--- config.mk ---
export PLATFORM = sky130hd
export DESIGN_NAME = soc_periph
export DESIGN_NICKNAME = d
export VERILOG_FILES = /design/src/verilog/soc_pkg.sv /design/src/verilog/soc_periph.sv
export SDC_FILE = /design/constraint.sdc
export NUM_CORES = 1
export LEC_CHECK = 0
export BUFFER_PORTS_ARGS = -buffer_cell sky130_fd_sc_hd__buf_2
export CAP_MARGIN = 15
export CORE_MARGIN = 10
export CORE_UTILIZATION = 50
export CTS_BUF_LIST = sky130_fd_sc_hd__clkbuf_4 sky130_fd_sc_hd__clkbuf_8 sky130_fd_sc_hd__clkbuf_16
export DETAILED_ROUTE_END_ITERATION = 16
export HOLD_SLACK_MARGIN = 0.03
export PLACE_DENSITY = 0.67
export SLEW_MARGIN = 20
export SYNTH_ARGS = -nofsm -noshare
export SYNTH_HDL_FRONTEND = slang
export SYNTH_SLANG_ARGS = --single-unit
--- constraint.sdc ---
create_clock -name clk_i -period 3.2 [get_ports clk_i]
set_input_delay 0.64 -clock clk_i [delete_from_list [all_inputs] [get_ports clk_i]]
set_output_delay 0.64 -clock clk_i [all_outputs]
set_load 0.03 [all_outputs]
--- src/verilog/soc_pkg.sv ---
/*
 * soc_pkg
 * Widths, address map, routing targets and the peripheral ID of the SoC.
 */
package soc_pkg;

  // bus widths
  localparam int unsigned ADDR_W    = 32;
  localparam int unsigned DATA_W    = 128;
  localparam int unsigned PERIPH_DW = 32;

  // L2 region, 256 words of 16 bytes
  localparam logic [ADDR_W-1:0] L2_BASE  = 32'h1C00_0000;
  localparam int unsigned       L2_BYTES = 4096;

  // peripheral region, 16 registers of 4 bytes
  localparam logic [ADDR_W-1:0] PERIPH_BASE  = 32'h1A10_0000;
  localparam int unsigned       PERIPH_BYTES = 64;

  // read-only contents of peripheral register 0
  localparam logic [31:0] SOC_ID = 32'h50C0_0A01;

  // where a host request is steered
  typedef enum logic [1:0] {
    TGT_L2     = 2'd0,
    TGT_PERIPH = 2'd1,
    TGT_ERR    = 2'd2
  } tgt_e;

endpackage

--- src/verilog/soc_periph.sv ---
/*
 * soc_periph
 * Sixteen 32-bit registers, register 0 holding the read-only SoC ID.
 */
module soc_periph import soc_pkg::*; (
  input  logic                   clk_i,
  input  logic                   rst_n_i,
  input  logic                   n_req_valid_i,
  output logic                   n_req_ready_o,
  input  logic                   n_write_i,
  input  logic [ADDR_W-1:0]      n_addr_i,
  input  logic [PERIPH_DW-1:0]   n_wdata_i,
  input  logic [PERIPH_DW/8-1:0] n_strb_i,
  output logic                   n_resp_valid_o,
  input  logic                   n_resp_ready_i,
  output logic [PERIPH_DW-1:0]   n_rdata_o,
  output logic                   n_error_o
);

  logic [PERIPH_DW-1:0] regs_q [16];
  logic [3:0]           idx;
  logic                 req_acc;
  logic                 resp_valid_q;
  logic [PERIPH_DW-1:0] rdata_q;

  assign idx           = n_addr_i[5:2];
  assign n_req_ready_o = ~resp_valid_q | n_resp_ready_i;
  assign req_acc       = n_req_valid_i & n_req_ready_o;

  // register 0 never takes writes
  always_ff @(posedge clk_i) begin
    if (!rst_n_i) begin
      for (int r = 0; r < 16; r++) begin
        regs_q[r] <= '0;
      end
    end else if (req_acc && n_write_i && idx != 4'd0) begin
      for (int b = 0; b < PERIPH_DW/8; b++) begin
        if (n_strb_i[b]) begin
          regs_q[idx][b*8 +: 8] <= n_wdata_i[b*8 +: 8];
        end
      end
    end
  end

  always_ff @(posedge clk_i) begin
    if (req_acc) begin
      if (n_write_i) begin
        rdata_q <= '0;
      end else begin
        rdata_q <= (idx == 4'd0) ? SOC_ID : regs_q[idx];
      end
    end
  end

  always_ff @(posedge clk_i) begin
    if (!rst_n_i) begin
      resp_valid_q <= 1'b0;
    end else if (req_acc) begin
      resp_valid_q <= 1'b1;
    end else if (n_resp_ready_i) begin
      resp_valid_q <= 1'b0;
    end
  end

  assign n_resp_valid_o = resp_valid_q;
  assign n_rdata_o      = rdata_q;
  assign n_error_o      = 1'b0;

endmodule

==> flow_summary.ini <==
[outcome]
status = finished, final reports clean

[critical_path]
required_ps = 3500
worstSetupStartpointType = flop
worst-path-max-fanout = 8
arrival_ps = 2500
crit_type = flop to flop
cp-end-kind = flop

[route]
routed_via_density = 5.70
drc = 0
drt_first_iter_violations = 1241
drtAntennaViolNets = 0
routed-via-count = 13300
drt-pass1-iter-count = 6
drt_wl_total_microns = 55400
wire_per_inst_microns = 23.7

[clock_tree]
cts_setup_buffers = 0
cts.sinks = 513
cts-buffers-inserted = 51
cts_buffer_depth = 3
clk_latency_ps = 590
cts_resized = 0
cts-root-buf = clkbuf_16
cts_tree = built
clkTransAtPathRegs_ps = 60
h-tree-depth = 2
holdBufCountCts = 0

[finish]
fillers = 3555
area_growth_pct = 13.4
fin_nets = 1765
layout-drive-gt1-share = 0.257

[yosys]
synth-edff-count = 512
synthesis.area_sq_mm = 0.0236
yosysMostFrequentCell = edfxtp_1
synthCells = 1556
synth_top_flop_cell = edfxtp_1
synth_top_area_cell = edfxtp_1
yosys_register_bits = 513
avgSynthCellArea_sq_um = 15.2
yosysUniqueCellTypes = 40
yosysSeqAreaShare = 0.653
yosys-top-cells-area = edfxtp_1 (65%), and2_1 (13%), mux4_2 (7.9%)
async_flop_share = 0
netlist_top_cells_count = edfxtp_1 (512), and2_1 (482), mux4_2 (83), o21ai_0 (70), a22oi_1 (54)
syn_nets = 1629
yosys_warnings = 0
yosysTopAreaCellShare = 0.652

[placed_design]
hpwl_microns = 36600
place.port_buffers = 78
post-place-ws_ps = 295
gp_congestion = 0.816

[timing]
holdWs_ps = 377
finalSetupTns_ps = 0
fin_skew_ps = 14.5
tightest_slew_ps = 825
finalSetupViolations = 0
hold_violations = 0
drv_slew = 0
finalCritPeriodShare = 0.688
slew_headroom = 0.446
fin_ws_ps = 997
max_freq_ghz = 0.454
min_period_ps = 2200
grt_setup_unrepaired = no

[power]
power.leakage_nw = 10.1
p_per_area_mw_per_mm2 = 552
ir_drop_v = 0.000403

[die]
start_util = 0.506
fp.dieW_microns = 237
die_y_microns = 237
core_sq_mm = 0.0466
die_area_sq_mm = 0.0562
rows = 79
io_pins = 108

[grt]
grt_pass1_wl_microns = 83800
gr-total-overflow = 0
grt_max_degree = 62
grt_pass1_vias = 13800
grt_usage = 0.196
antenna_found_initial = 2

[run]
maxCapViolations = 0

[min_path]
hold_class = primary input to flop
worst max-delay path, cell delays in order, from the launching register on:
cell and delay, ps:
dfxtp_1 310, nand2b_1 180, buf_4 210, nand4_2 360
buf_4 340, o21ai_0 280, buf_4 230
where the power goes:
group | internal [W] | leakage, nW | switching [W]
Clock | 0.00367 | 0.847 | 0.00246
Sequential | 0.00758 | 5.48 | 0.0000545
Combinational | 0.000348 | 3.78 | 0.000651
Total | 0.0116 | 10.1 | 0.00316
path summary, 6_finish.rpt:
check | startpoint | end | slack (ps) | cells after the start
hold reg to reg | regs_q[8][31] | n_rdata_o[31] | 720 | 3
hold / removal | n_req_valid_i | n_resp_valid_o | 380 | 3
setup reg to reg | n_resp_valid_o | regs_q[8][7] | 1000 | 6
setup / recovery | n_resp_valid_o | regs_q[8][7] | 1000 | 6
stage by stage:
stage	cells	area [sq um]	total power (W)	util
2_1_floorplan	1556	23600	0.00837	-
3_3_place_gp	2245	25000	0.00875	0.538
3_5_place_dp	2245	25000	0.00878	0.538
4_1_cts	2334	26700	0.0149	0.574
5_1_grt	2335	26700	0.0152	0.574
6_report	2337	26700	0.0148	0.574
flip-flops by register name, indices dropped and copies added (netlist names):
register	count
regs_q	480
n_resp_valid_o	1
n_rdata_o	32
cell type report:
type	count	area [sq um]	share of cell area
diodes	2	5.00	0.000187
clock buffers	65	1420	0.0530
clock inverters	24	285	0.0107
inverters	2	7.51	0.000281
multi-input cells	940	7620	0.285
flip-flops and latches	513	15400	0.576
well taps	607	759	0.0284
repair buffers	184	1260	0.0471
per-layer routing:
layer	vias up	global-route usage	part of all wire	routed length, microns
met3	119	0.0383	0.062	3420
met2	384	0.331	0.50	27900
met1	6765	0.247	0.40	22200
li1	6045	-	-	-
met5	-	0	0.00023	13
met4	2	0.0732	0.035	1930
kinds of logic after synthesis:
logic type | Yosys count | synth area share
and+or+nand+nor | 631 | 0.168
other | 1 | 0.000159
muxes | 138 | 0.107
AOI/OAI and AO/OA | 170 | 0.0470
DFF | 513 | 0.653
buffers and inverters | 103 | 0.0249
cell usage in the layout (no fill, tap or decap), drive strengths merged:
master	count
nor2	64
nand2	51
nor2b	6
and2	483
a31oi	5
nand2b	10
nand4	4
a21oi	6
inv	2
clkbuf	65
clkinv	16
mux4	87
o21a	5
diode	2
dfxtp	1
mux2	34
nand3	9
nor3b	2
o311ai	2
clkinvlp	1
o21ai	72
a22o	24
edfxtp	512
mux2i	17
buf	184
bufinv	7
a211oi	2
nor3	1
a22oi	54
conb	1
and2b	1
Power figures use the tool's default switching activity.
