[config.mk]
export PLATFORM = sky130hd
export DESIGN_NAME = soc_bus_flat
export DESIGN_NICKNAME = d
export VERILOG_FILES = /design/src/verilog/soc_pkg.sv /design/src/verilog/mem_bus_if.sv /design/src/verilog/soc_bus.sv /design/src/verilog/stream_fifo.sv /design/src/flat_wrapper.sv
export SDC_FILE = /design/constraint.sdc
export NUM_CORES = 1
export LEC_CHECK = 0
export BUFFER_PORTS_ARGS = -buffer_cell sky130_fd_sc_hd__buf_2
export CELL_PAD_IN_SITES_DETAIL_PLACEMENT = 1
export CELL_PAD_IN_SITES_GLOBAL_PLACEMENT = 1
export CORE_AREA = 2 2 361 363
export DETAILED_ROUTE_END_ITERATION = 16
export DIE_AREA = 0 0 363 365
export HOLD_SLACK_MARGIN = 0.03
export PLACE_DENSITY = 0.3
export SETUP_SLACK_MARGIN = 0.3
export SLEW_MARGIN = 20
export SYNTH_ARGS = -nofsm -noshare
export SYNTH_HDL_FRONTEND = slang
export SYNTH_SLANG_ARGS = --single-unit
[constraint.sdc]
create_clock -name clk_i -period 2.5 [get_ports clk_i]
set_input_delay 0.25 -clock clk_i [delete_from_list [all_inputs] [get_ports clk_i]]
set_output_delay 0.25 -clock clk_i [all_outputs]
set_load 0.05 [all_outputs]
[src/verilog/soc_pkg.sv]
/*
 * soc_pkg
 * Widths, address map, routing targets and the peripheral ID of the SoC.
 */
package soc_pkg;

  // bus widths
  localparam int unsigned ADDR_W    = 32;
  localparam int unsigned DATA_W    = 128;
  localparam int unsigned PERIPH_DW = 32;

  // L2 region, 256 words of 16 bytes
  localparam logic [ADDR_W-1:0] L2_BASE  = 32'h1C00_0000;
  localparam int unsigned       L2_BYTES = 4096;

  // peripheral region, 16 registers of 4 bytes
  localparam logic [ADDR_W-1:0] PERIPH_BASE  = 32'h1A10_0000;
  localparam int unsigned       PERIPH_BYTES = 64;

  // read-only contents of peripheral register 0
  localparam logic [31:0] SOC_ID = 32'h50C0_0A01;

  // where a host request is steered
  typedef enum logic [1:0] {
    TGT_L2     = 2'd0,
    TGT_PERIPH = 2'd1,
    TGT_ERR    = 2'd2
  } tgt_e;

endpackage

[src/verilog/mem_bus_if.sv]
/*
 * mem_bus_if
 * Request/response bus with valid/ready handshakes on both channels.
 */
interface mem_bus_if import soc_pkg::*; #(
  parameter int unsigned DW = DATA_W
) ();

  // request channel
  logic              req_valid;
  logic              req_ready;
  logic              write;
  logic [ADDR_W-1:0] addr;
  logic [DW-1:0]     wdata;
  logic [DW/8-1:0]   strb;

  // response channel
  logic              resp_valid;
  logic              resp_ready;
  logic [DW-1:0]     rdata;
  logic              error;

  modport mst (
    output req_valid, write, addr, wdata, strb, resp_ready,
    input  req_ready, resp_valid, rdata, error
  );

  modport slv (
    input  req_valid, write, addr, wdata, strb, resp_ready,
    output req_ready, resp_valid, rdata, error
  );

endinterface

[src/verilog/soc_bus.sv]
/*
 * soc_bus
 * Decodes host requests onto L2 or the peripherals, answers unmapped
 * addresses with an error and returns all responses in request order.
 */
module soc_bus import soc_pkg::*; #(
  parameter int unsigned MAX_OUTSTANDING = 4
) (
  input  logic              clk_i,
  input  logic              rst_n_i,
  // host port
  input  logic              req_valid_i,
  output logic              req_ready_o,
  input  logic              write_i,
  input  logic [ADDR_W-1:0] addr_i,
  input  logic [DATA_W-1:0] wdata_i,
  input  logic [DATA_W/8-1:0] strb_i,
  output logic              resp_valid_o,
  input  logic              resp_ready_i,
  output logic [DATA_W-1:0] rdata_o,
  output logic              error_o,
  // targets
  mem_bus_if.mst            l2_o,
  mem_bus_if.mst            periph_o
);

  tgt_e req_tgt;
  logic tgt_ready;
  logic ord_push_ready;
  logic ord_valid;
  tgt_e ord_head;
  logic err_pend_q;

  // address decode
  always_comb begin
    if ((addr_i - L2_BASE) < ADDR_W'(L2_BYTES)) begin
      req_tgt = TGT_L2;
    end else if ((addr_i - PERIPH_BASE) < ADDR_W'(PERIPH_BYTES)) begin
      req_tgt = TGT_PERIPH;
    end else begin
      req_tgt = TGT_ERR;
    end
  end

  always_comb begin
    case (req_tgt)
      TGT_L2:     tgt_ready = l2_o.req_ready;
      TGT_PERIPH: tgt_ready = periph_o.req_ready;
      default:    tgt_ready = 1'b1;
    endcase
  end

  assign req_ready_o = ord_push_ready & tgt_ready;

  // request goes out unregistered, both targets see the same payload
  assign l2_o.req_valid     = req_valid_i & ord_push_ready & (req_tgt == TGT_L2);
  assign l2_o.write         = write_i;
  assign l2_o.addr          = addr_i;
  assign l2_o.wdata         = wdata_i;
  assign l2_o.strb          = strb_i;
  assign periph_o.req_valid = req_valid_i & ord_push_ready & (req_tgt == TGT_PERIPH);
  assign periph_o.write     = write_i;
  assign periph_o.addr      = addr_i;
  assign periph_o.wdata     = wdata_i;
  assign periph_o.strb      = strb_i;

  // target order of accepted requests
  stream_fifo #(
    .payload_t (tgt_e),
    .DEPTH     (MAX_OUTSTANDING)
  ) i_order_fifo (
    .clk_i,
    .rst_n_i,
    .push_valid_i (req_valid_i & tgt_ready),
    .push_data_i  (req_tgt),
    .push_ready_o (ord_push_ready),
    .pop_valid_o  (ord_valid),
    .pop_data_o   (ord_head),
    .pop_ready_i  (resp_valid_o & resp_ready_i)
  );

  // error response, raised one cycle after an ERR entry reaches the head
  always_ff @(posedge clk_i) begin
    if (!rst_n_i) begin
      err_pend_q <= 1'b0;
    end else if (err_pend_q) begin
      if (resp_ready_i) begin
        err_pend_q <= 1'b0;
      end
    end else if (ord_valid && ord_head == TGT_ERR) begin
      err_pend_q <= 1'b1;
    end
  end

  // response merge follows the FIFO head
  always_comb begin
    case (ord_head)
      TGT_L2: begin
        resp_valid_o = ord_valid & l2_o.resp_valid;
        rdata_o      = l2_o.rdata;
        error_o      = l2_o.error;
      end
      TGT_PERIPH: begin
        resp_valid_o = ord_valid & periph_o.resp_valid;
        rdata_o      = periph_o.rdata;
        error_o      = periph_o.error;
      end
      default: begin
        resp_valid_o = ord_valid & err_pend_q;
        rdata_o      = '0;
        error_o      = 1'b1;
      end
    endcase
  end

  assign l2_o.resp_ready     = resp_ready_i & ord_valid & (ord_head == TGT_L2);
  assign periph_o.resp_ready = resp_ready_i & ord_valid & (ord_head == TGT_PERIPH);

endmodule

[src/verilog/stream_fifo.sv]
/*
 * stream_fifo
 * Circular buffer FIFO with valid/ready on both sides and a generic payload.
 */
module stream_fifo #(
  parameter type         payload_t = logic,
  parameter int unsigned DEPTH     = 4
) (
  input  logic     clk_i,
  input  logic     rst_n_i,
  input  logic     push_valid_i,
  input  payload_t push_data_i,
  output logic     push_ready_o,
  output logic     pop_valid_o,
  output payload_t pop_data_o,
  input  logic     pop_ready_i
);

  localparam int unsigned PTR_W = (DEPTH > 1) ? $clog2(DEPTH) : 1;

  payload_t         mem_q [DEPTH];
  logic [PTR_W-1:0] wr_ptr_q;
  logic [PTR_W-1:0] rd_ptr_q;
  logic [PTR_W:0]   count_q;
  logic             push;
  logic             pop;

  // full and empty come straight from the fill counter
  assign push_ready_o = (count_q != (PTR_W+1)'(DEPTH));
  assign pop_valid_o  = (count_q != '0);
  assign pop_data_o   = mem_q[rd_ptr_q];

  assign push = push_valid_i & push_ready_o;
  assign pop  = pop_valid_o & pop_ready_i;

  always_ff @(posedge clk_i) begin
    if (!rst_n_i) begin
      wr_ptr_q <= '0;
      rd_ptr_q <= '0;
      count_q  <= '0;
    end else begin
      if (push) begin
        wr_ptr_q <= (wr_ptr_q == PTR_W'(DEPTH-1)) ? '0 : wr_ptr_q + 1'b1;
      end
      if (pop) begin
        rd_ptr_q <= (rd_ptr_q == PTR_W'(DEPTH-1)) ? '0 : rd_ptr_q + 1'b1;
      end
      case ({push, pop})
        2'b10:   count_q <= count_q + 1'b1;
        2'b01:   count_q <= count_q - 1'b1;
        default: count_q <= count_q;
      endcase
    end
  end

  // storage
  always_ff @(posedge clk_i) begin
    if (push) begin
      mem_q[wr_ptr_q] <= push_data_i;
    end
  end

endmodule
[src/flat_wrapper.sv]
// flat-port wrapper written by rule: the top's interface ports become plain ports
module soc_bus_flat import soc_pkg::*;
#(
  parameter int unsigned MAX_OUTSTANDING = 4
)
  (clk_i, rst_n_i, req_valid_i, req_ready_o, write_i, addr_i, wdata_i, strb_i, resp_valid_o, resp_ready_i, rdata_o, error_o, l2_o_req_valid, l2_o_write, l2_o_addr, l2_o_wdata, l2_o_strb, l2_o_resp_ready, l2_o_req_ready, l2_o_resp_valid, l2_o_rdata, l2_o_error, periph_o_req_valid, periph_o_write, periph_o_addr, periph_o_wdata, periph_o_strb, periph_o_resp_ready, periph_o_req_ready, periph_o_resp_valid, periph_o_rdata, periph_o_error);
  mem_bus_if l2_o_i ();
  mem_bus_if periph_o_i ();
  input  logic clk_i;
  input  logic rst_n_i;
  input  logic req_valid_i;
  output logic req_ready_o;
  input  logic write_i;
  input  logic [ADDR_W-1:0] addr_i;
  input  logic [DATA_W-1:0] wdata_i;
  input  logic [DATA_W/8-1:0] strb_i;
  output logic resp_valid_o;
  input  logic resp_ready_i;
  output logic [DATA_W-1:0] rdata_o;
  output logic error_o;
  output wire logic [$bits(l2_o_i.req_valid)-1:0] l2_o_req_valid;
  output wire logic [$bits(l2_o_i.write)-1:0] l2_o_write;
  output wire logic [$bits(l2_o_i.addr)-1:0] l2_o_addr;
  output wire logic [$bits(l2_o_i.wdata)-1:0] l2_o_wdata;
  output wire logic [$bits(l2_o_i.strb)-1:0] l2_o_strb;
  output wire logic [$bits(l2_o_i.resp_ready)-1:0] l2_o_resp_ready;
  input wire logic [$bits(l2_o_i.req_ready)-1:0] l2_o_req_ready;
  input wire logic [$bits(l2_o_i.resp_valid)-1:0] l2_o_resp_valid;
  input wire logic [$bits(l2_o_i.rdata)-1:0] l2_o_rdata;
  input wire logic [$bits(l2_o_i.error)-1:0] l2_o_error;
  output wire logic [$bits(periph_o_i.req_valid)-1:0] periph_o_req_valid;
  output wire logic [$bits(periph_o_i.write)-1:0] periph_o_write;
  output wire logic [$bits(periph_o_i.addr)-1:0] periph_o_addr;
  output wire logic [$bits(periph_o_i.wdata)-1:0] periph_o_wdata;
  output wire logic [$bits(periph_o_i.strb)-1:0] periph_o_strb;
  output wire logic [$bits(periph_o_i.resp_ready)-1:0] periph_o_resp_ready;
  input wire logic [$bits(periph_o_i.req_ready)-1:0] periph_o_req_ready;
  input wire logic [$bits(periph_o_i.resp_valid)-1:0] periph_o_resp_valid;
  input wire logic [$bits(periph_o_i.rdata)-1:0] periph_o_rdata;
  input wire logic [$bits(periph_o_i.error)-1:0] periph_o_error;
  assign l2_o_req_valid = l2_o_i.req_valid;
  assign l2_o_write = l2_o_i.write;
  assign l2_o_addr = l2_o_i.addr;
  assign l2_o_wdata = l2_o_i.wdata;
  assign l2_o_strb = l2_o_i.strb;
  assign l2_o_resp_ready = l2_o_i.resp_ready;
  assign l2_o_i.req_ready = l2_o_req_ready;
  assign l2_o_i.resp_valid = l2_o_resp_valid;
  assign l2_o_i.rdata = l2_o_rdata;
  assign l2_o_i.error = l2_o_error;
  assign periph_o_req_valid = periph_o_i.req_valid;
  assign periph_o_write = periph_o_i.write;
  assign periph_o_addr = periph_o_i.addr;
  assign periph_o_wdata = periph_o_i.wdata;
  assign periph_o_strb = periph_o_i.strb;
  assign periph_o_resp_ready = periph_o_i.resp_ready;
  assign periph_o_i.req_ready = periph_o_req_ready;
  assign periph_o_i.resp_valid = periph_o_resp_valid;
  assign periph_o_i.rdata = periph_o_rdata;
  assign periph_o_i.error = periph_o_error;
  soc_bus #(.MAX_OUTSTANDING(MAX_OUTSTANDING)) u_core (.clk_i(clk_i), .rst_n_i(rst_n_i), .req_valid_i(req_valid_i), .req_ready_o(req_ready_o), .write_i(write_i), .addr_i(addr_i), .wdata_i(wdata_i), .strb_i(strb_i), .resp_valid_o(resp_valid_o), .resp_ready_i(resp_ready_i), .rdata_o(rdata_o), .error_o(error_o), .l2_o(l2_o_i), .periph_o(periph_o_i));
endmodule
==> flow_metrics.py <==
metrics = {
    "status": {
        "status": "finished with violations",
        "violations": "setup timing",
    },
    "die": {
        "die-height_um": 365,
        "row_count": 132,
        "start_util_pct": 4.257,
        "pin_count": 932,
        "core_area_um2": 128700,
        "dieArea_um2": 132500,
        "die_w_um": 363,
    },
    "critical_path": {
        "rr_worst_depth": 9,
        "rr_endpoint": "u_core.i_order_fifo.count_q[2]",
        "arrival_ns": 2.39,
        "required_ns": 2.25,
        "critPathMostFrequentCell": "buf_12",
        "critPathTopFamily": "buffers and inverters",
        "crit_chain": "mux4_4, buf_4, buf_16, buf_6, buf_12, nand2_2, a21oi_4, buf_12, buf_12",
        "startpoint_type": "register",
        "cp_max_fo": 14,
        "cpMaxStageDelayCell": "mux4_4",
        "end_kind": "output pin",
        "cp_slowest_stage_delay_ns": 0.64,
        "rrSetupSlack_ns": -0.07,
        "critPathKind": "reg2out",
        "cp_num_buf_inv": 6,
    },
    "clock_network": {
        "cts_tree": "yes",
        "h-tree-depth": 1,
        "cts_root_buffer": "clkbuf_16",
        "clock_path_buffers": 2,
        "cts_buffers": 3,
        "clk_latency_ns": 0.25,
        "clkSlewWorstSetupHoldPaths_ns": 0.06,
        "cts_sinks": 18,
    },
    "finish": {
        "fillers": 15335,
        "seq_area_um2": 445.4,
        "nets": 1557,
        "syn_to_final_growth_pct": 118.4,
        "fin_util_pct": 9.296,
        "final_cell_count_no_fill": 2783,
        "multi_input_area_um2": 3576,
        "drive_gt1_share_pct": 78.75,
    },
    "place": {
        "dpl.hpwl_mm": 34.15,
        "dp.cells": 2714,
        "gp_congestion": 0.6634,
        "portBuffers": 478,
    },
    "detailed_routing": {
        "drt_first_iter_violations": 145,
        "wl_mm": 45.30,
        "drcViolationCount": 0,
        "wl_per_cell_um": 16.28,
        "drtPass1Iterations": 4,
        "num_vias": 6340,
        "ant_nets": 0,
        "vias_per_cell": 2.278,
    },
    "synthesis": {
        "synth_top_cell_by_area": "buf_4",
        "syn_area_per_cell_um2": 6.160,
        "synth_top_area_share_pct": 48.53,
        "ys_warn_count": 0,
        "synthArstFlopShare_pct": 0,
        "yosysSeqAreaShare_pct": 8.042,
        "synth_edf_count": 8,
        "syn_area_um2": 5477,
        "synth_cell_types": 35,
        "synth_flop_cell": "dfxtp_1",
        "synthTopCellsByArea": "buf_4 49%, nand2_1 19%, a21oi_1 12%",
        "syn-num-nets": 1339,
        "ys_seq_elements": 18,
        "synthCells": 889,
    },
    "global_routing": {
        "grt_pass1_vias": 6915,
        "grt_pass1_wl_mm": 57.35,
        "grt_usage_pct": 6.158,
        "grt_max_degree": 38,
        "grt.overflow.total": 0,
        "antenna_found_initial": 3,
    },
    "min_path": {
        "min_path_type": "in2reg",
        "hold_end": "u_core.err_pend_q",
        "hold_start": "resp_ready_i",
        "worst_hold_path.num_cells": 3,
    },
    "sta": {
        "max_slew_margin_pct": 69.79,
        "setup_viol": 90,
        "skew_ns": 0.002348,
        "hold_viol_final": 0,
        "max_freq_mhz": 378.8,
        "worst_slew_pin_slew_ns": 0.4493,
        "fin_ws_ns": -0.1401,
        "drv_slew": 0,
        "fin_setup_tns_ns": -4.970,
        "min_period_over_period_pct": 105.6,
        "whs_ns": 0.3384,
        "min_period_ns": 2.640,
        "rsz0062_at_grt": "true",
    },
    "flow_run": {
        "cap_violations": 0,
    },
    "pwr": {
        "leakage_nw": 4.767,
        "irDropWorstVdd_v": 0.0001650,
        "powerDensity_nw_per_um2": 253.9,
        "finalPower_mw": 3.036,
    },
}
## worst min-delay path: stages
cell and delay [ns]:
buf_2 0.12, nor2_1 0.08, o21a_1 0.12
## metal layers
metal  up-vias  GRT usage, %  wire, µm
met3        62         3.010      5575
li1       2909             -         -
met5         -             0         7
met2       574         10.78     21790
met1      2793         6.710     16980
met4         2         1.204       941
## timing repair
action	4_1_cts	5_1_grt
resized for setup	410	87
setup buffers	20	15
pin swaps	96	6
setup endpoints to repair	136	138
hold buffers	0	0
gates cloned	20	8
## worst max-delay path by stage
stage,startpoint,end,cells after the start
floorplan,register,l2_o_resp_ready,4
CTS,register,u_core.i_order_fifo.count_q[2],9
detailed placement,addr_i[11],u_core.i_order_fifo.count_q[2],12
global route,register,u_core.i_order_fifo.count_q[2],9
global placement,addr_i[11],u_core.i_order_fifo.count_q[2],12
finish,u_core.i_order_fifo.mem_q[0][0],rdata_o[50],9
## stage by stage
step | cell area (µm²) | setup slack (ns)
2_1_floorplan | 5956 | -0.02783
3_3_place_gp | 8967 | -0.2399
3_5_place_dp | 8967 | -0.2681
4_1_cts | 11350 | -0.1150
5_1_grt | 11960 | -0.2321
6_report | 11960 | -0.1401
## cell usage in the layout, fill, tap and decap left out, types with 2 or more instances in the layout
master / count
inv_1: 6
buf_4: 49
edfxtp_1: 8
nand2_1: 153
a21oi_4: 47
nor2_1: 8
a21o_1: 2
nand2_2: 67
inv_2: 2
nand4_1: 2
buf_6: 105
nor4_1: 4
clkbuf_16: 10
or3_1: 3
diode_2: 2
nor3_2: 3
nor3_1: 2
buf_2: 345
mux4_4: 2
a21oi_2: 75
buf_16: 24
ha_1: 5
nand3_1: 2
a21oi_1: 10
bufbuf_16: 2
dfxtp_1: 8
mux2i_1: 3
o21ai_0: 2
buf_12: 70
nand2_4: 49
and2_1: 6
buf_8: 10
## Yosys cell counts (2+ instances only)
library cell  count
buf_4           354
nor2_1            8
nor3_1            6
mux2i_1           3
buf_2            26
clkbuf_1         18
dfxtp_1          10
a21oi_1         131
inv_1             8
o21ai_0           4
nand3_1           3
nand2_1         270
or3_1             3
mux4_2            2
ha_1              6
nand4_1           2
nor4_1            4
a21o_1            2
edfxtp_1          8
and2_1            6
## cells by family (layout without fill, tap and decap cells)
kind of cell,Yosys count,count (layout),synth area share (%)
adder cells (fa/ha/maj),7,7,1.736
other,0,2,0
buffers and inverters,407,624,52.75
multiplexers,7,7,1.828
AND/OR/NAND/NOR,305,305,21.93
XOR/XNOR,2,2,0.3199
AO/OA/AOI/OAI,143,143,13.39
flip-flops,18,18,8.042
## where the power goes
group / internal [mW] / switching (mW) / leakage, nW
Clock: 0.213 / 0.120 / 0.0385
Sequential: 0.327 / 0.0168 / 0.153
Combinational: 1.05 / 1.31 / 4.58
## area by class of cell
class	count	area share (%)
diodes	2	0.04185
clock buffers	3	0.6277
clock inverters	1	0.03138
inverters	8	0.2511
multi-input cells	464	29.90
flip-flops and latches	18	3.724
well taps	1675	17.52
repair buffers	612	47.90
No activity file was read; power rests on OpenSTA's default activity.
