===== config.mk =====
export PLATFORM = sky130hd
export DESIGN_NAME = dw_downsizer_flat
export DESIGN_NICKNAME = d
export VERILOG_FILES = /design/src/verilog/soc_pkg.sv /design/src/verilog/mem_bus_if.sv /design/src/verilog/dw_downsizer.sv /design/src/verilog/stream_fifo.sv /design/src/flat_wrapper.sv
export SDC_FILE = /design/constraint.sdc
export NUM_CORES = 1
export LEC_CHECK = 0
export BUFFER_PORTS_ARGS = -buffer_cell sky130_fd_sc_hd__buf_2
export CORE_MARGIN = 10
export CORE_UTILIZATION = 40
export DETAILED_ROUTE_END_ITERATION = 8
export PLACE_DENSITY = 0.77
export SYNTH_ARGS = -nofsm -noshare
export SYNTH_HDL_FRONTEND = slang
export SYNTH_HIERARCHICAL = 1
export SYNTH_SLANG_ARGS = --single-unit

===== constraint.sdc =====
create_clock -name clk_i -period 11.55 [get_ports clk_i]
set_clock_uncertainty 0.15 [all_clocks]
set_input_delay 1.155 -clock clk_i [delete_from_list [all_inputs] [get_ports clk_i]]
set_output_delay 1.155 -clock clk_i [all_outputs]
set_load 0.02 [all_outputs]

===== src/verilog/soc_pkg.sv =====
/*
 * soc_pkg
 * Widths, address map, routing targets and the peripheral ID of the SoC.
 */
package soc_pkg;

  // bus widths
  localparam int unsigned ADDR_W    = 32;
  localparam int unsigned DATA_W    = 128;
  localparam int unsigned PERIPH_DW = 32;

  // L2 region, 256 words of 16 bytes
  localparam logic [ADDR_W-1:0] L2_BASE  = 32'h1C00_0000;
  localparam int unsigned       L2_BYTES = 4096;

  // peripheral region, 16 registers of 4 bytes
  localparam logic [ADDR_W-1:0] PERIPH_BASE  = 32'h1A10_0000;
  localparam int unsigned       PERIPH_BYTES = 64;

  // read-only contents of peripheral register 0
  localparam logic [31:0] SOC_ID = 32'h50C0_0A01;

  // where a host request is steered
  typedef enum logic [1:0] {
    TGT_L2     = 2'd0,
    TGT_PERIPH = 2'd1,
    TGT_ERR    = 2'd2
  } tgt_e;

endpackage


===== src/verilog/mem_bus_if.sv =====
/*
 * mem_bus_if
 * Request/response bus with valid/ready handshakes on both channels.
 */
interface mem_bus_if import soc_pkg::*; #(
  parameter int unsigned DW = DATA_W
) ();

  // request channel
  logic              req_valid;
  logic              req_ready;
  logic              write;
  logic [ADDR_W-1:0] addr;
  logic [DW-1:0]     wdata;
  logic [DW/8-1:0]   strb;

  // response channel
  logic              resp_valid;
  logic              resp_ready;
  logic [DW-1:0]     rdata;
  logic              error;

  modport mst (
    output req_valid, write, addr, wdata, strb, resp_ready,
    input  req_ready, resp_valid, rdata, error
  );

  modport slv (
    input  req_valid, write, addr, wdata, strb, resp_ready,
    output req_ready, resp_valid, rdata, error
  );

endinterface


===== src/verilog/dw_downsizer.sv =====
/*
 * dw_downsizer
 * Splits a 128-bit access into 32-bit accesses, one per selected lane,
 * and gathers the narrow read data back into one wide response.
 */
module dw_downsizer import soc_pkg::*; (
  input  logic                   clk_i,
  input  logic                   rst_n_i,
  mem_bus_if.slv                 wide_i,
  // narrow side
  output logic                   n_req_valid_o,
  input  logic                   n_req_ready_i,
  output logic                   n_write_o,
  output logic [ADDR_W-1:0]      n_addr_o,
  output logic [PERIPH_DW-1:0]   n_wdata_o,
  output logic [PERIPH_DW/8-1:0] n_strb_o,
  input  logic                   n_resp_valid_i,
  output logic                   n_resp_ready_o,
  input  logic [PERIPH_DW-1:0]   n_rdata_i,
  input  logic                   n_error_i
);

  localparam int unsigned N_LANES = DATA_W / PERIPH_DW;
  localparam int unsigned LANE_B  = PERIPH_DW / 8;

  typedef logic [$clog2(N_LANES)-1:0] lane_t;

  logic                busy_q;
  logic                resp_q;
  logic [N_LANES-1:0]  issue_q;
  logic                write_q;
  logic [ADDR_W-1:0]   addr_q;
  logic [DATA_W-1:0]   wdata_q;
  logic [DATA_W/8-1:0] strb_q;
  logic [DATA_W-1:0]   rdata_q;
  logic                err_q;

  logic [N_LANES-1:0]  lane_sel;
  lane_t               cur_lane;
  lane_t               resp_lane;
  logic                lane_push_ready;
  logic                lane_pend;
  logic                wide_acc;
  logic                n_req_acc;
  logic                n_resp_acc;

  // a lane counts as selected if any of its strobes is set
  always_comb begin
    for (int i = 0; i < N_LANES; i++) begin
      lane_sel[i] = |wide_i.strb[i*LANE_B +: LANE_B];
    end
  end

  // lowest lane still to be issued
  always_comb begin
    cur_lane = '0;
    for (int i = N_LANES-1; i >= 0; i--) begin
      if (issue_q[i]) begin
        cur_lane = lane_t'(i);
      end
    end
  end

  assign wide_i.req_ready  = ~busy_q & ~resp_q;
  assign wide_i.resp_valid = resp_q;
  assign wide_i.rdata      = rdata_q;
  assign wide_i.error      = err_q;

  assign wide_acc   = wide_i.req_valid & wide_i.req_ready;
  assign n_req_acc  = n_req_valid_o & n_req_ready_i;
  assign n_resp_acc = n_resp_valid_i & n_resp_ready_o;

  assign n_req_valid_o  = busy_q & (|issue_q) & lane_push_ready;
  assign n_write_o      = write_q;
  assign n_addr_o       = {addr_q[ADDR_W-1:4], 4'b0000} +
                          {{(ADDR_W-4){1'b0}}, cur_lane, 2'b00};
  assign n_wdata_o      = wdata_q[cur_lane*PERIPH_DW +: PERIPH_DW];
  assign n_strb_o       = strb_q[cur_lane*LANE_B +: LANE_B];
  assign n_resp_ready_o = lane_pend;

  // lane of every narrow access in flight
  stream_fifo #(
    .payload_t (lane_t),
    .DEPTH     (4)
  ) i_lane_fifo (
    .clk_i,
    .rst_n_i,
    .push_valid_i (n_req_acc),
    .push_data_i  (cur_lane),
    .push_ready_o (lane_push_ready),
    .pop_valid_o  (lane_pend),
    .pop_data_o   (resp_lane),
    .pop_ready_i  (n_resp_valid_i)
  );

  always_ff @(posedge clk_i) begin
    if (!rst_n_i) begin
      busy_q  <= 1'b0;
      resp_q  <= 1'b0;
      issue_q <= '0;
    end else if (wide_acc) begin
      issue_q <= lane_sel;
      busy_q  <= |lane_sel;
      // nothing selected, answer right away
      resp_q  <= ~|lane_sel;
    end else if (busy_q) begin
      if (n_req_acc) begin
        issue_q[cur_lane] <= 1'b0;
      end
      if (issue_q == '0 && !lane_pend) begin
        busy_q <= 1'b0;
        resp_q <= 1'b1;
      end
    end else if (resp_q && wide_i.resp_ready) begin
      resp_q <= 1'b0;
    end
  end

  // request payload and collected response
  always_ff @(posedge clk_i) begin
    if (wide_acc) begin
      write_q <= wide_i.write;
      addr_q  <= wide_i.addr;
      wdata_q <= wide_i.wdata;
      strb_q  <= wide_i.strb;
      rdata_q <= '0;
      err_q   <= 1'b0;
    end else if (n_resp_acc) begin
      rdata_q[resp_lane*PERIPH_DW +: PERIPH_DW] <= n_rdata_i;
      err_q <= err_q | n_error_i;
    end
  end

endmodule


===== src/verilog/stream_fifo.sv =====
/*
 * stream_fifo
 * Circular buffer FIFO with valid/ready on both sides and a generic payload.
 */
module stream_fifo #(
  parameter type         payload_t = logic,
  parameter int unsigned DEPTH     = 4
) (
  input  logic     clk_i,
  input  logic     rst_n_i,
  input  logic     push_valid_i,
  input  payload_t push_data_i,
  output logic     push_ready_o,
  output logic     pop_valid_o,
  output payload_t pop_data_o,
  input  logic     pop_ready_i
);

  localparam int unsigned PTR_W = (DEPTH > 1) ? $clog2(DEPTH) : 1;

  payload_t         mem_q [DEPTH];
  logic [PTR_W-1:0] wr_ptr_q;
  logic [PTR_W-1:0] rd_ptr_q;
  logic [PTR_W:0]   count_q;
  logic             push;
  logic             pop;

  // full and empty come straight from the fill counter
  assign push_ready_o = (count_q != (PTR_W+1)'(DEPTH));
  assign pop_valid_o  = (count_q != '0);
  assign pop_data_o   = mem_q[rd_ptr_q];

  assign push = push_valid_i & push_ready_o;
  assign pop  = pop_valid_o & pop_ready_i;

  always_ff @(posedge clk_i) begin
    if (!rst_n_i) begin
      wr_ptr_q <= '0;
      rd_ptr_q <= '0;
      count_q  <= '0;
    end else begin
      if (push) begin
        wr_ptr_q <= (wr_ptr_q == PTR_W'(DEPTH-1)) ? '0 : wr_ptr_q + 1'b1;
      end
      if (pop) begin
        rd_ptr_q <= (rd_ptr_q == PTR_W'(DEPTH-1)) ? '0 : rd_ptr_q + 1'b1;
      end
      case ({push, pop})
        2'b10:   count_q <= count_q + 1'b1;
        2'b01:   count_q <= count_q - 1'b1;
        default: count_q <= count_q;
      endcase
    end
  end

  // storage
  always_ff @(posedge clk_i) begin
    if (push) begin
      mem_q[wr_ptr_q] <= push_data_i;
    end
  end

endmodule

===== src/flat_wrapper.sv =====
// flat-port wrapper written by rule: the top's interface ports become plain ports
module dw_downsizer_flat import soc_pkg::*;
  (clk_i, rst_n_i, n_req_valid_o, n_req_ready_i, n_write_o, n_addr_o, n_wdata_o, n_strb_o, n_resp_valid_i, n_resp_ready_o, n_rdata_i, n_error_i, wide_i_req_valid, wide_i_write, wide_i_addr, wide_i_wdata, wide_i_strb, wide_i_resp_ready, wide_i_req_ready, wide_i_resp_valid, wide_i_rdata, wide_i_error);
  mem_bus_if wide_i_i ();
  input  logic clk_i;
  input  logic rst_n_i;
  output logic n_req_valid_o;
  input  logic n_req_ready_i;
  output logic n_write_o;
  output logic [ADDR_W-1:0] n_addr_o;
  output logic [PERIPH_DW-1:0] n_wdata_o;
  output logic [PERIPH_DW/8-1:0] n_strb_o;
  input  logic n_resp_valid_i;
  output logic n_resp_ready_o;
  input  logic [PERIPH_DW-1:0] n_rdata_i;
  input  logic n_error_i;
  input wire logic [$bits(wide_i_i.req_valid)-1:0] wide_i_req_valid;
  input wire logic [$bits(wide_i_i.write)-1:0] wide_i_write;
  input wire logic [$bits(wide_i_i.addr)-1:0] wide_i_addr;
  input wire logic [$bits(wide_i_i.wdata)-1:0] wide_i_wdata;
  input wire logic [$bits(wide_i_i.strb)-1:0] wide_i_strb;
  input wire logic [$bits(wide_i_i.resp_ready)-1:0] wide_i_resp_ready;
  output wire logic [$bits(wide_i_i.req_ready)-1:0] wide_i_req_ready;
  output wire logic [$bits(wide_i_i.resp_valid)-1:0] wide_i_resp_valid;
  output wire logic [$bits(wide_i_i.rdata)-1:0] wide_i_rdata;
  output wire logic [$bits(wide_i_i.error)-1:0] wide_i_error;
  assign wide_i_i.req_valid = wide_i_req_valid;
  assign wide_i_i.write = wide_i_write;
  assign wide_i_i.addr = wide_i_addr;
  assign wide_i_i.wdata = wide_i_wdata;
  assign wide_i_i.strb = wide_i_strb;
  assign wide_i_i.resp_ready = wide_i_resp_ready;
  assign wide_i_req_ready = wide_i_i.req_ready;
  assign wide_i_resp_valid = wide_i_i.resp_valid;
  assign wide_i_rdata = wide_i_i.rdata;
  assign wide_i_error = wide_i_i.error;
  dw_downsizer u_core (.clk_i(clk_i), .rst_n_i(rst_n_i), .wide_i(wide_i_i), .n_req_valid_o(n_req_valid_o), .n_req_ready_i(n_req_ready_i), .n_write_o(n_write_o), .n_addr_o(n_addr_o), .n_wdata_o(n_wdata_o), .n_strb_o(n_strb_o), .n_resp_valid_i(n_resp_valid_i), .n_resp_ready_o(n_resp_ready_o), .n_rdata_i(n_rdata_i), .n_error_i(n_error_i));
endmodule

==> results.md, run 1 <==
* Area contributors post-synth: edfxtp_1 (45%), dfxtp_1 (24%), nand3_1 (5.8%)
* Placement-stage cell area at between 0.01 and 0.015 mm^2
* Worst skew pair latency at 0.50 ns
* Worst-path maximum fanout at 150
* Longest Clk Path Bufs at 3
* Hpwl dp at 26.33 mm
* Nets at roughly 1600
* Largest net degree at the start of global routing at about 150
* Synth-to-Final Area Change at 28.68%
* Relative slew slack at 25.75%
* Vias in the first global route at 9845
* Die width at 192.8 um
* Filler cells at approximately 2600
* Leak at about 6.2 nW
* # Post-CTS Setup Buffers at 0
* Syn Inst Count at about 1000
* Placer congestion estimate at 0.8099
* Syn Std Cell Area at between 0.01 and 0.015 mm^2
* Antenna viol nets, final at 0
* CP arrival at 4.19 ns
* F_max at 0.2371 GHz
* Placed insts at approximately 1700
* Top cells by count, synth: edfxtp_1 (181), nand2_1 (174), dfxtp_1 (144)
* Number of buffers created by CTS at 34
* WP data required at 11.52 ns
* Post-synth top flop: edfxtp_1
* Setup Viol. Count Final at 0
* Fin Hold WS at approximately 0.3 ns
* Leading area contributor after synthesis: edfxtp_1
* Aggregate negative setup slack at 0 ns
* Vias post-DR at 9760
* Global-route wire length before repair at 55.72 mm
* Worst slew pin tran at around 1.1 ns
* Chip height at 192.8 um
* Status: complete, no violations
* H-tree depth at 2
* CTS tree: built
* Final WL at 37.94 mm
* Tmin final at 4.218 ns
* Final Hold Viols at 0
* Max Slew Vio Count at 0
* Post-route clock period utilization at 36.52%
* Warnings, synthesis at 6
* Row count at 63
* Antenna violations before repair at 10
* Layout cell share with drive strength beyond 1 at 35.24%
* Top cell type's share of synthesized area at 45.50%
* Max cap viols at 0
* Num Clock Sinks at ~330
* Clock Tree Root: clkbuf_16
* Max VDD drop at roughly 0.14 mV
* Tot Pwr at 0.002864 W
* PortBufs at around 410
* Post-CTS resize count at 0
* Starting DRT DRC Count at approximately 810
* First-pass DRT Iterations at 5
* Netlist cell types at 51
* Critical path launch point type: input port
* CP Capture Type: flip-flop
* Yosys reg bits at between 300 and 400
* GR Util All Layers at 19.25%
* Ys async rst share at 0%
* Clk pin slew, worst setup/hold paths at around 0.060 ns
* Mapped Avg Cell Area at 11.83 um^2
* Total congestion overflow at 0
* DIE AREA at about 0.037 mm^2
* Ports at approximately 420
* Hold Path Class: flip-flop to flip-flop
* Sequential fraction of the synthesis area at 69.63%
* Core ar. at 0.02956 mm^2
* Via density at 5.386
* Most common cell in the netlist: edfxtp_1
* # hold bufs at CTS at 0
* Cell Count, Final, Fillers Out at around 1800
* Crit Path Category: input port to flip-flop
* WL per Instance at 20.94 um
* Post-synth EDFFs at around 180
* Post-Layout Inst Area at 0.01537 mm^2
* RSZ-0062 raised after global routing: no
* Initial Utilization at ~40%
* PD cells at roughly 190 mW/mm^2
* DRC viols at 0
[report_power, final]
group	internal, W	switching, W	total [W]
Sequential	0.00132	0.0000317	0.00135
Combinational	0.000132	0.000335	0.000467
Clock	0.000613	0.000436	0.00105
[critical path: stages]
cell and delay [ns]:
buf_2 0.09, or3b_1 0.48, inv_8 0.59, buf_4 0.96
buf_4 0.79
[logic make-up (layout without fill, tap and decap cells)]
logic type,Yosys count,count (layout),share of synthesized area [%]
other,1,8,0.03139
adders and majority gates,12,12,1.320
muxes,3,3,0.4608
xor gates and xnor gates,2,2,0.1467
buffers and inverters,94,499,3.613
AOI/OAI and AO/OA,218,218,11.00
DFF,325,325,69.63
and+or+nand+nor,355,355,13.80
[final timing paths]
kind / startpoint / to / slack [ns] / cells after the start
worst max-delay path: wide_i_req_valid / u_core/addr_q[30] / 7.33 / 5
worst min register to register: u_core/wide_i.rdata[119] / u_core/wide_i.rdata[119] / 0.30 / 2
worst min-delay path: u_core/wide_i.rdata[119] / u_core/wide_i.rdata[119] / 0.30 / 2
worst max register to register: u_core/busy_q / u_core/addr_q[30] / 7.70 / 4
[state kept, by name (all words and copies together) (netlist names), named ones only]
register	flops
u_core/i_lane_fifo/mem_q	8
u_core/issue_q	4
u_core/n_write_o	1
u_core/i_lane_fifo/rd_ptr_q	2
u_core/wdata_q	128
u_core/wide_i.rdata	128
u_core/i_lane_fifo/wr_ptr_q	2
u_core/wide_i.resp_valid	1
u_core/strb_q	16
u_core/addr_q	28
u_core/wide_i.error	1
u_core/busy_q	1
u_core/i_lane_fifo/count_q	3
[metal layers]
layer	vias to the layer above	GRT usage, %	wire length [um]
met3	110	6.957	4742
met5	-	0	41
met1	4547	21.74	13430
met4	6	9.541	1678
met2	630	31.66	18040
li1	4467	-	-
[metrics by stage]
| step | setup slack [ns] | util, % |
|---|---|---|
| after floorplan | 7.086 | - |
| after global placement | 6.850 | 48.34 |
| after detailed placement | 6.761 | 48.34 |
| after CTS | 7.323 | 51.95 |
| after global routing | 7.045 | 52.00 |
| final | 7.332 | 52.00 |
[cells in the final DEF (no fill, tap or decap), drive strengths merged, types with 3 or more instances in the layout]
cell / synthesis / routed
ha: 11 / 11
dfxtp: 144 / 144
clkinv: 0 / 12
nand3: 139 / 139
o21ai: 42 / 42
a21boi: 4 / 4
a21oi: 129 / 129
nand2: 174 / 174
buf: 44 / 430
inv: 12 / 13
nor2: 8 / 8
clkbuf: 38 / 42
or4: 4 / 4
nor3b: 4 / 4
and2: 3 / 3
a222oi: 36 / 36
diode: 0 / 6
and3: 8 / 8
edfxtp: 181 / 181
[cell type report]
type / instances / area [um^2] / share of cell area [%]
inverters: 12 / 52.55 / 0.3419
clock inverters: 15 / 103.9 / 0.6756
clock buffers: 42 / 964.7 / 6.275
diodes: 6 / 15.01 / 0.09767
repair buffers: 430 / 2200 / 14.31
flip-flops and latches: 325 / 8318 / 54.11
well taps: 390 / 488.0 / 3.174
multi-input cells: 592 / 3231 / 21.02
Note: power is estimated with default switching activity, not from simulation.
==> inputs of run 2 (changes only) <==
PLACE_DENSITY = 0.8   (was 0.77)
clock period = 3.6 ns   (was 11.55 ns; I/O delays follow)
==> run 2 against run 1 <==
Clock power grew to 3.4 times the previous value. Register-to-register slack worse by 7.1 ns. Critical path type is now flip-flop to output port. Worst hold slack worse by 0.28 ns.
==> results.md, run 2 (synthesis gave the netlist of run 1 again) <==
* Row count at 63
* WP data required at 3.09 ns
* Commonest non-fill, non-tap cell in the layout: buf_2
* Max Slew Vio Count at 0
* Crit Path Category: flip-flop to output port
* Status: complete, no violations
* Clock Tree Root: clkbuf_16
* Setup Viol. Count Final at 0
* CP delay by family, top: simple AND/OR/NAND/NOR gates
* Hpwl dp at approximately 27 mm
* Synth-to-Final Area Change at 46.57%
* Sw frac at 28.83%
* Post-route clock period utilization at 88.41%
* Crit path buf inv count at 2
* DRC viols at 0
* Max cap viols at 0
* Initial Utilization at approximately two fifths
* CP Capture Type: output port
* Tmin final at 3.183 ns
* Nets at 1831
* Worst skew pair latency at just over 0.5 ns
* Seq pwr share at 45.0%
* Die width at 192.8 um
* Vias post-DR at approximately 11000
* Slowest CP cell: nor3b_4
* Chip height at 192.8 um
* Number of buffers created by CTS at 35
* Gate power share at 18.3%
* Relative slew slack at 54.89%
* Post-CTS resize count at 0
* PD cells at 550.5 mW/mm^2
* Largest net degree at the start of global routing at 86
* Longest Clk Path Bufs at 3
* Core ar. at a little under 0.03 mm^2
* Total congestion overflow at 0
* Num Clock Sinks at 325
* Tot Pwr at 0.009640 W
* F_max at 0.3142 GHz
* Clock network fraction of total power at 36.7%
* Global-route wire length before repair at between 60 and 70 mm
* # Post-CTS Setup Buffers at 0
* Leak at 7.152 nW
* Starting DRT DRC Count at 1170
* Hold Path Class: input port to flip-flop
* WL per Instance at 21.72 um
* First-pass DRT Iterations at 7
* Worst-path maximum fanout at 25
* Placer congestion estimate at roughly 0.8
* Vias in the first global route at 11350
* Worst slew pin tran at between 0.6 and 0.7 ns
* Antenna viol nets, final at 0
* Layout cell share with drive strength beyond 1 at 31.16%
* Clk pin slew, worst setup/hold paths at 0.06 ns
* Critical path launch point type: flip-flop
* CP arrival at between 2 and 3 ns
* RSZ-0062 raised after global routing: no
* Internal power at 0.006861 W
* DIE AREA at between 0.03 and 0.04 mm^2
* PortBufs at 411
* Psw at 0.002780 W
* Aggregate negative setup slack at 0 ns
* Final WL at 43.89 mm
* H-tree depth at 2
* Most frequent cells in the layout: buf_2 (411), dlygate4sd3_1 (201), edfxtp_1 (181)
* Via density at 5.460
* Max VDD drop at approximately 0.44 mV
* GR Util All Layers at 22.82%
* Crit path cell chain: nor3b_4, buf_4, a222oi_1, nand2_1, buf_2
* Max stage delay on crit path at 0.66 ns
* Ports at 418
* # hold bufs at CTS at 201
* Antenna violations before repair at 4
* Final Hold Viols at 0
* CTS tree: built
## run 2: per-layer routing
metal	vias to the layer above	track usage [%]	share of wire (%)
li1	4883	-	-
met1	5131	26.87	35
met2	896	37.66	48
met3	124	7.355	13
met4	0	9.630	3.7
met5	-	0	0
## run 2: final timing paths
path                                               start  slack, ns  cells past startpoint                            end
worst min-delay path                       n_rdata_i[29]       0.02                      3        u_core/wide_i.rdata[93]
worst max register to register         u_core/issue_q[1]       0.62                     10  u_core/i_lane_fifo/count_q[2]
worst min register to register  u_core/wide_i.rdata[105]       0.30                      2       u_core/wide_i.rdata[105]
worst max-delay path                   u_core/issue_q[2]       0.42                      5                  n_wdata_o[16]
## run 2: cell type report
type | instances | area, um^2
timing repair buffer | 637 | 4294
inverter | 12 | 52.55
multi-input combinational | 592 | 3231
antenna | 4 | 10.01
clock inverter | 22 | 205.2
sequential | 325 | 8318
clock buffer | 39 | 912.1
fill | 2226 | 12050
tap | 390 | 488.0
## run 2: worst register-to-register path, delay by kind of cell (launching register included)
| family | cells | cell delay [ns] |
|---|---|---|
| compound gates | 1 | 0.16 |
| xor+xnor | 1 | 0.16 |
| fa+ha+maj | 2 | 0.54 |
| buf+inv | 2 | 0.11 |
| flops | 1 | 0.45 |
| simple gates | 4 | 1.33 |
## run 2: stage by stage
stage                     cells  setup WS [ns]  hold slack (ns)  instance area [um^2]  utilization, %
after CTS                  2017         0.4179       0.00006856                 17500           59.20
after global placement     1755         0.7440           0.2842                 14370           48.62
after global routing       2021         0.3060          0.01160                 17510           59.24
after floorplan            1011         0.7806           0.3089                 11950               -
after detailed placement   1755         0.6449           0.2903                 14370           48.62
final                      2021         0.4173          0.01852                 17510           59.24
## run 2: power by group through the flow
stage          Combinational, W  Clock, W  Sequential [W]
2_1_floorplan          0.000837         0         0.00444
4_1_cts                 0.00171   0.00356         0.00432
5_1_grt                 0.00189   0.00374         0.00436
3_5_place_dp            0.00153         0         0.00439
6_report                0.00176   0.00354         0.00434
3_3_place_gp            0.00150         0         0.00438
